--- src/quiz_pkg.sv ---
package quiz_pkg;

  // answer codes 0..4 are choices and 5..7 count as invalid entries
  localparam int ANSWER_W = 3;
  localparam int HP_W     = 3;

  typedef logic [ANSWER_W-1:0] answer_t;
  typedef logic [HP_W-1:0]     hp_t;

  // highest valid answer code
  localparam answer_t ANSWER_LAST = answer_t'(4);

  // controller state codes
  typedef enum logic [3:0] {
    READY    = 4'd2,
    QUESTION = 4'd3,
    INPUT    = 4'd4,
    DRAW     = 4'd6,
    WRONG    = 4'd7,
    GOOD     = 4'd8,
    OUCH     = 4'd9,
    WIN      = 4'd10,
    LOSE     = 4'd11
  } game_state_e;

  // judge outcome of one decide
  typedef enum logic [2:0] {
    V_NONE  = 3'd0,
    V_WRONG = 3'd1,
    V_GOOD  = 3'd2,
    V_OUCH  = 3'd3,
    V_DRAW  = 3'd4
  } verdict_e;

  typedef struct packed {
    logic     valid;
    verdict_e verdict;
  } judge_result_s;

  // key and opponent answer of the current round
  typedef struct packed {
    answer_t key;
    answer_t opp_ans;
  } question_s;

  // knockout flags for each side
  typedef struct packed {
    logic player_out;
    logic opp_out;
  } hp_status_s;

endpackage

--- src/answer_judge.sv ---
`timescale 1ns/1ns

module answer_judge (
  input  logic                    CLK,
  input  logic                    RST,
  input  logic                    decide,
  input  quiz_pkg::question_s     cur_question,
  input  quiz_pkg::answer_t       sel_q,
  output quiz_pkg::judge_result_s result
);

  quiz_pkg::verdict_e verdict_d;
  quiz_pkg::verdict_e verdict_q;
  logic               valid_q;
  logic               sel_invalid;
  logic               player_ok;
  logic               opp_ok;

  // codes above the last choice are entry mistakes
  assign sel_invalid = (sel_q > quiz_pkg::ANSWER_LAST);

  assign player_ok = (sel_q == cur_question.key);
  assign opp_ok    = (cur_question.opp_ans == cur_question.key);

  // judge rule where the first match wins
  always_comb begin
    if (sel_invalid) begin
      verdict_d = quiz_pkg::V_WRONG;
    end else if (player_ok && !opp_ok) begin
      verdict_d = quiz_pkg::V_GOOD;
    end else if (!player_ok && opp_ok) begin
      verdict_d = quiz_pkg::V_OUCH;
    end else begin
      // both right or both wrong
      verdict_d = quiz_pkg::V_DRAW;
    end
  end

  // valid lasts one cycle per decide
  always_ff @(posedge CLK) begin
    if (RST) begin
      valid_q <= 1'b0;
    end else begin
      valid_q <= decide;
    end
  end

  always_ff @(posedge CLK) begin
    if (decide) begin
      verdict_q <= verdict_d;
    end
  end

  assign result.valid   = valid_q;
  assign result.verdict = verdict_q;

endmodule

--- src/hp_tracker.sv ---
`timescale 1ns/1ns

module hp_tracker #(
  parameter int HP_MAX = 3
) (
  input  logic                    CLK,
  input  logic                    RST,
  input  quiz_pkg::judge_result_s result,
  input  logic                    match_restore,
  output quiz_pkg::hp_t           player_hp,
  output quiz_pkg::hp_t           opp_hp,
  output quiz_pkg::hp_status_s    hp_status
);

  localparam quiz_pkg::hp_t HP_FULL = quiz_pkg::hp_t'(HP_MAX);

  logic hit_player;
  logic hit_opp;

  // a hit on an empty counter is dropped
  assign hit_opp    = result.valid && (result.verdict == quiz_pkg::V_GOOD) &&
                      (opp_hp != '0);
  assign hit_player = result.valid && (result.verdict == quiz_pkg::V_OUCH) &&
                      (player_hp != '0);

  always_ff @(posedge CLK) begin
    if (RST || match_restore) begin
      player_hp <= HP_FULL;
      opp_hp    <= HP_FULL;
    end else begin
      if (hit_player) begin
        player_hp <= player_hp - quiz_pkg::hp_t'(1);
      end
      if (hit_opp) begin
        opp_hp <= opp_hp - quiz_pkg::hp_t'(1);
      end
    end
  end

  // knockout seen straight from the counters
  assign hp_status.player_out = (player_hp == '0);
  assign hp_status.opp_out    = (opp_hp == '0);

endmodule

--- src/game_control.sv ---
`timescale 1ns/1ns

module game_control #(
  parameter int HOLD_CYCLES = 50_000_000
) (
  input  logic                    CLK,
  input  logic                    RST,
  input  logic                    start,
  input  logic                    que,
  input  quiz_pkg::question_s     question,
  input  quiz_pkg::answer_t       sel,
  input  logic                    dec,
  input  logic                    clr,
  input  quiz_pkg::judge_result_s result,
  input  quiz_pkg::hp_status_s    hp_status,
  output quiz_pkg::game_state_e   state,
  output quiz_pkg::question_s     cur_question,
  output quiz_pkg::answer_t       sel_q,
  output logic                    decide,
  output logic                    match_restore
);

  localparam int HOLD_W = (HOLD_CYCLES > 1) ? $clog2(HOLD_CYCLES) : 1;

  typedef logic [HOLD_W-1:0] hold_cnt_t;

  localparam hold_cnt_t HOLD_LAST = hold_cnt_t'(HOLD_CYCLES - 1);

  quiz_pkg::game_state_e state_nxt;
  hold_cnt_t             hold_cnt;
  logic                  in_result;
  logic                  hold_done;
  logic                  start_q;
  logic                  que_q;
  logic                  dec_q;
  logic                  clr_q;

  // input strobes sampled once and decoded by the state a cycle later
  always_ff @(posedge CLK) begin
    if (RST) begin
      start_q <= 1'b0;
      que_q   <= 1'b0;
      dec_q   <= 1'b0;
      clr_q   <= 1'b0;
    end else begin
      start_q <= start;
      que_q   <= que;
      dec_q   <= dec;
      clr_q   <= clr;
    end
  end

  assign in_result = (state == quiz_pkg::WRONG) || (state == quiz_pkg::GOOD) ||
                     (state == quiz_pkg::OUCH)  || (state == quiz_pkg::DRAW) ||
                     (state == quiz_pkg::WIN)   || (state == quiz_pkg::LOSE);

  assign hold_done = in_result && (hold_cnt == HOLD_LAST);

  always_comb begin
    state_nxt = state;
    case (state)
      quiz_pkg::READY: begin
        if (que_q && start_q) state_nxt = quiz_pkg::QUESTION;
      end
      quiz_pkg::QUESTION: begin
        if (que_q) state_nxt = quiz_pkg::INPUT;
      end
      quiz_pkg::INPUT: begin
        // a verdict in flight wins over a repeat request
        if (result.valid) begin
          case (result.verdict)
            quiz_pkg::V_WRONG: state_nxt = quiz_pkg::WRONG;
            quiz_pkg::V_GOOD:  state_nxt = quiz_pkg::GOOD;
            quiz_pkg::V_OUCH:  state_nxt = quiz_pkg::OUCH;
            default:           state_nxt = quiz_pkg::DRAW;
          endcase
        end else if (que_q) begin
          state_nxt = quiz_pkg::QUESTION;
        end
      end
      quiz_pkg::WRONG: begin
        if (hold_done) state_nxt = quiz_pkg::INPUT;
      end
      quiz_pkg::GOOD: begin
        if (hp_status.opp_out) state_nxt = quiz_pkg::WIN;
        else if (hold_done)    state_nxt = quiz_pkg::READY;
      end
      quiz_pkg::OUCH: begin
        if (hp_status.player_out) state_nxt = quiz_pkg::LOSE;
        else if (hold_done)       state_nxt = quiz_pkg::READY;
      end
      quiz_pkg::DRAW, quiz_pkg::WIN, quiz_pkg::LOSE: begin
        if (hold_done) state_nxt = quiz_pkg::READY;
      end
      default: state_nxt = quiz_pkg::READY;
    endcase
  end

  always_ff @(posedge CLK) begin
    if (RST) begin
      state <= quiz_pkg::READY;
    end else begin
      state <= state_nxt;
    end
  end

  // hold timer restarts on every state change
  always_ff @(posedge CLK) begin
    if (RST || !in_result || (state_nxt != state)) begin
      hold_cnt <= '0;
    end else begin
      hold_cnt <= hold_cnt + hold_cnt_t'(1);
    end
  end

  // round data captured on the que that leaves READY
  always_ff @(posedge CLK) begin
    if ((state == quiz_pkg::READY) && que && start) begin
      cur_question <= question;
    end
    if (state == quiz_pkg::INPUT) begin
      sel_q <= sel;
    end
  end

  // no new decide while a repeat or a verdict is pending
  assign decide = dec_q && !que_q && !result.valid && (state == quiz_pkg::INPUT);

  always_ff @(posedge CLK) begin
    if (RST) begin
      match_restore <= 1'b0;
    end else begin
      match_restore <= ((state == quiz_pkg::READY) && clr_q) ||
                       (((state == quiz_pkg::WIN) || (state == quiz_pkg::LOSE)) && hold_done);
    end
  end

endmodule

--- src/quiz_top.sv ---
`timescale 1ns/1ns

module quiz_top #(
  parameter int HOLD_CYCLES = 50_000_000,
  parameter int HP_MAX      = 3
) (
  input  logic                  CLK,
  input  logic                  RST,
  input  logic                  start,
  input  logic                  que,
  input  quiz_pkg::question_s   question,
  input  quiz_pkg::answer_t     sel,
  input  logic                  dec,
  input  logic                  clr,
  output quiz_pkg::game_state_e state,
  output quiz_pkg::hp_t         player_hp,
  output quiz_pkg::hp_t         opp_hp
);

  quiz_pkg::question_s     cur_question;
  quiz_pkg::answer_t       sel_q;
  quiz_pkg::judge_result_s result;
  quiz_pkg::hp_status_s    hp_status;
  logic                    decide;
  logic                    match_restore;

  game_control #(
    .HOLD_CYCLES (HOLD_CYCLES)
  ) control_i (
    .CLK           (CLK),
    .RST           (RST),
    .start         (start),
    .que           (que),
    .question      (question),
    .sel           (sel),
    .dec           (dec),
    .clr           (clr),
    .result        (result),
    .hp_status     (hp_status),
    .state         (state),
    .cur_question  (cur_question),
    .sel_q         (sel_q),
    .decide        (decide),
    .match_restore (match_restore)
  );

  answer_judge judge_i (
    .CLK          (CLK),
    .RST          (RST),
    .decide       (decide),
    .cur_question (cur_question),
    .sel_q        (sel_q),
    .result       (result)
  );

  hp_tracker #(
    .HP_MAX (HP_MAX)
  ) hp_i (
    .CLK           (CLK),
    .RST           (RST),
    .result        (result),
    .match_restore (match_restore),
    .player_hp     (player_hp),
    .opp_hp        (opp_hp),
    .hp_status     (hp_status)
  );

endmodule

--- config.mk ---
export PLATFORM = sky130hd
export DESIGN_NAME = quiz_top
export DESIGN_NICKNAME = d
export VERILOG_FILES = /design/src/quiz_pkg.sv /design/src/answer_judge.sv /design/src/hp_tracker.sv /design/src/game_control.sv /design/src/quiz_top.sv
export SDC_FILE = /design/constraint.sdc
export NUM_CORES = 1
export LEC_CHECK = 0
export ABC_AREA = 0
export BUFFER_PORTS_ARGS = -buffer_cell sky130_fd_sc_hd__buf_2
export CORE_MARGIN = 1
export CORE_UTILIZATION = 59
export DETAILED_ROUTE_END_ITERATION = 6
export PLACE_DENSITY = 0.78
export SYNTH_ARGS = -nofsm -noshare
export SYNTH_HDL_FRONTEND = slang
export SYNTH_HIERARCHICAL = 1
export SYNTH_SLANG_ARGS = --single-unit
--- constraint.sdc ---
create_clock -name CLK -period 2.85 [get_ports CLK]
set_clock_uncertainty 0.05 [all_clocks]
set_input_delay 0.285 -clock CLK [delete_from_list [all_inputs] [get_ports CLK]]
set_output_delay 0.285 -clock CLK [all_outputs]
set_load 0.05 [all_outputs]
==> out/metrics.csv <==
metric;value;unit
wl_per_cell;13.5;um
num_vias;2265;
syn2layout_area_growth;9.24;%
synthFlopType;dfxtp_1;
cp.required;2940;ps
synth_xor_area_share;9.11;%
status;completed;
ant_nets;0;
crit_buf_inv;1;
synth_edf_count;12;
async_flop_share;0;%
grt_pass1_wl;9.05;mm
antenna_found_initial;0;
synth_simple_gate_area_share;29.8;%
first_global_vias;1997;
leakage;1.16;nW
post-dp-hpwl;3.92;mm
clkTransAtPathRegs;90;ps
final_util;66.7;%
layout-drive-gt1-share;14.3;%
synth_top_area_cell;dfxtp_1;
drc;0;
cp.arrival;2660;ps
start_util;61.1;%
grt_usage;22.4;%
grt_overflow;0;
ys_ff_latch;54;
final_cell_count_no_fill;395;
yosysUniqueCellTypes;60;
num_rows;25;
tritoncts;yes;
synthAdderAreaFrac;3.47;%
synth-compound-area-share;11.8;%
cts_made_buffers;5;
critPathMaxStageDelay;540;ps
cp-start-kind;flip-flop;
first_pass_iters;4;
core_area;0.00472;mm^2
cts_setup_buffers;0;
criticalPathCategory;reg2reg;
syn_area;0.00289;mm^2
antenna_cells;0;
fin_crit_sh;90.1;%
min_path_type;in2reg;
fin_setup_tns;0;ps
rsz0062_at_grt;no;
synth_area_leaders;dfxtp_1 (29%), edfxtp_1 (12%), xnor2_1 (6.4%), nor3_1 (4.3%), ha_1 (3.5%);
slowest_stage;a32oi_4;
syn_inst;305;
tightest_slew;1150;ps
syn_avg_cell_area;9.46;um^2
slew_headroom;23.3;%
max_freq;389;MHz
clock_latency;300;ps
die_height;71.9;um
dieArea;0.00517;mm^2
synth_top_family_by_area;simple AND/OR/NAND/NOR gates;
cap_violations;0;
vdd.ir_drop.worst;324;uV
place_inst;387;
cts_max_level;2;
seq_area_frac_synth;41.6;%
synthTopCellsByCount;dfxtp_1 (42), nor3_1 (25), xnor2_1 (21);
io_pins;25;
finalHoldViolCount;0;
cts_resized;0;
fin_nets;350;
path_cells;inv_1, ha_1, nor2b_1, a21oi_1, o21ai_0, o211ai_1, a32oi_4, nor3_1;
die_x;71.9;um
root_buffer;clkbuf_8;
grt_max_degree;18;
final_max_slew_viol_count;0;
synth_most_common_cell;dfxtp_1;
gp_congestion;0.889;
worst-path-max-fanout;16;
power.density;426;mW/mm^2
synth_mux_area_share;0.347;%
yosys_warnings;6;
synth_top_area_share;29.1;%
viasPerCell;5.73;
drt_iter0_markers;170;
setup_violations;0;
cts-hold-fix-buffers;0;
port_buffers;24;
cp-end-kind;flip-flop;
mappedNetlistNets;328;
clk_path_buf_depth;2;
cts.sinks;54;
critical-path-top-delay-family;compound AO/OA/AOI/OAI gates;
wirelength;5.34;mm
period_needed;2570;ps
## final timing paths
check / startpoint / to / cells after the start / slack (ps)
setup / recovery: hp_i/opp_hp[0] / control_i/hold_cnt[22] / 8 / 280
hold / removal: question[3] / control_i/cur_question[3] / 1 / 110
setup reg to reg: hp_i/opp_hp[0] / control_i/hold_cnt[22] / 8 / 280
hold reg to reg: hp_i/player_hp[2] / hp_i/player_hp[2] / 2 / 440
## layer usage
metal | wire [um] | vias up | global-route usage (%)
li1 | - | 1154 | -
met1 | 2570 | 1036 | 32.2
met2 | 2390 | 65 | 32.9
met3 | 285 | 10 | 5.28
met4 | 88 | 0 | 8.71
met5 | 0 | - | 0
## per-stage QoR
step	setup slack, ps	hold slack (ps)	cell area, um^2	total power [mW]
3_3_place_gp	396	411	3040	0.863
5_1_grt	17.5	84.0	3150	1.41
6_report	281	106	3150	1.34
3_5_place_dp	298	413	3040	0.864
4_1_cts	280	92.2	3150	1.37
2_1_floorplan	355	307	2890	0.846
## cells in the final DEF, fill, tap and decap left out, types with 9 or more instances in the layout
cell / netlist / layout
xnor2_1: 21 / 21
inv_1: 13 / 13
nand2_1: 12 / 12
dfxtp_1: 42 / 42
nor2_1: 18 / 18
nor3_1: 25 / 25
xor2_1: 9 / 9
and2_1: 11 / 11
buf_2: 2 / 24
edfxtp_1: 12 / 12
nand3_1: 17 / 17
nor2b_1: 9 / 9
## area by class of cell
cell class	instances	area, um^2
well taps	67	83.8
inverters	13	48.8
clock inverters	2	37.5
fillers	382	1570
clock buffers	6	72.6
repair buffers	26	135
flip-flops and latches	54	1200
multi-input cells	227	1570
## report_power, final
| part | total, mW | switching, mW | internal (mW) |
|---|---|---|---|
| clock | 0.498 | 0.236 | 0.262 |
| combinational | 0.0489 | 0.0258 | 0.0232 |
| sequential | 0.797 | 0.00772 | 0.790 |
## logic make-up (layout without fill, tap and decap cells)
kind of cell,Yosys count,in the layout
AND/OR/NAND/NOR,143,143
flip-flops,54,54
AO/OA/AOI/OAI,45,45
XOR/XNOR,30,30
buffers and inverters,24,47
adder cells (fa/ha/maj),8,8
multiplexers,1,1
## state kept, by name, indices dropped and copies added, names as in the netlist, 3 cells and up
register / flops
control_i/state: 4
hp_i/opp_hp: 3
hp_i/player_hp: 3
judge_i/verdict_q: 3
control_i/cur_question: 6
control_i/hold_cnt: 26
control_i/sel_q: 3
No activity file was read; power rests on OpenSTA's default activity.
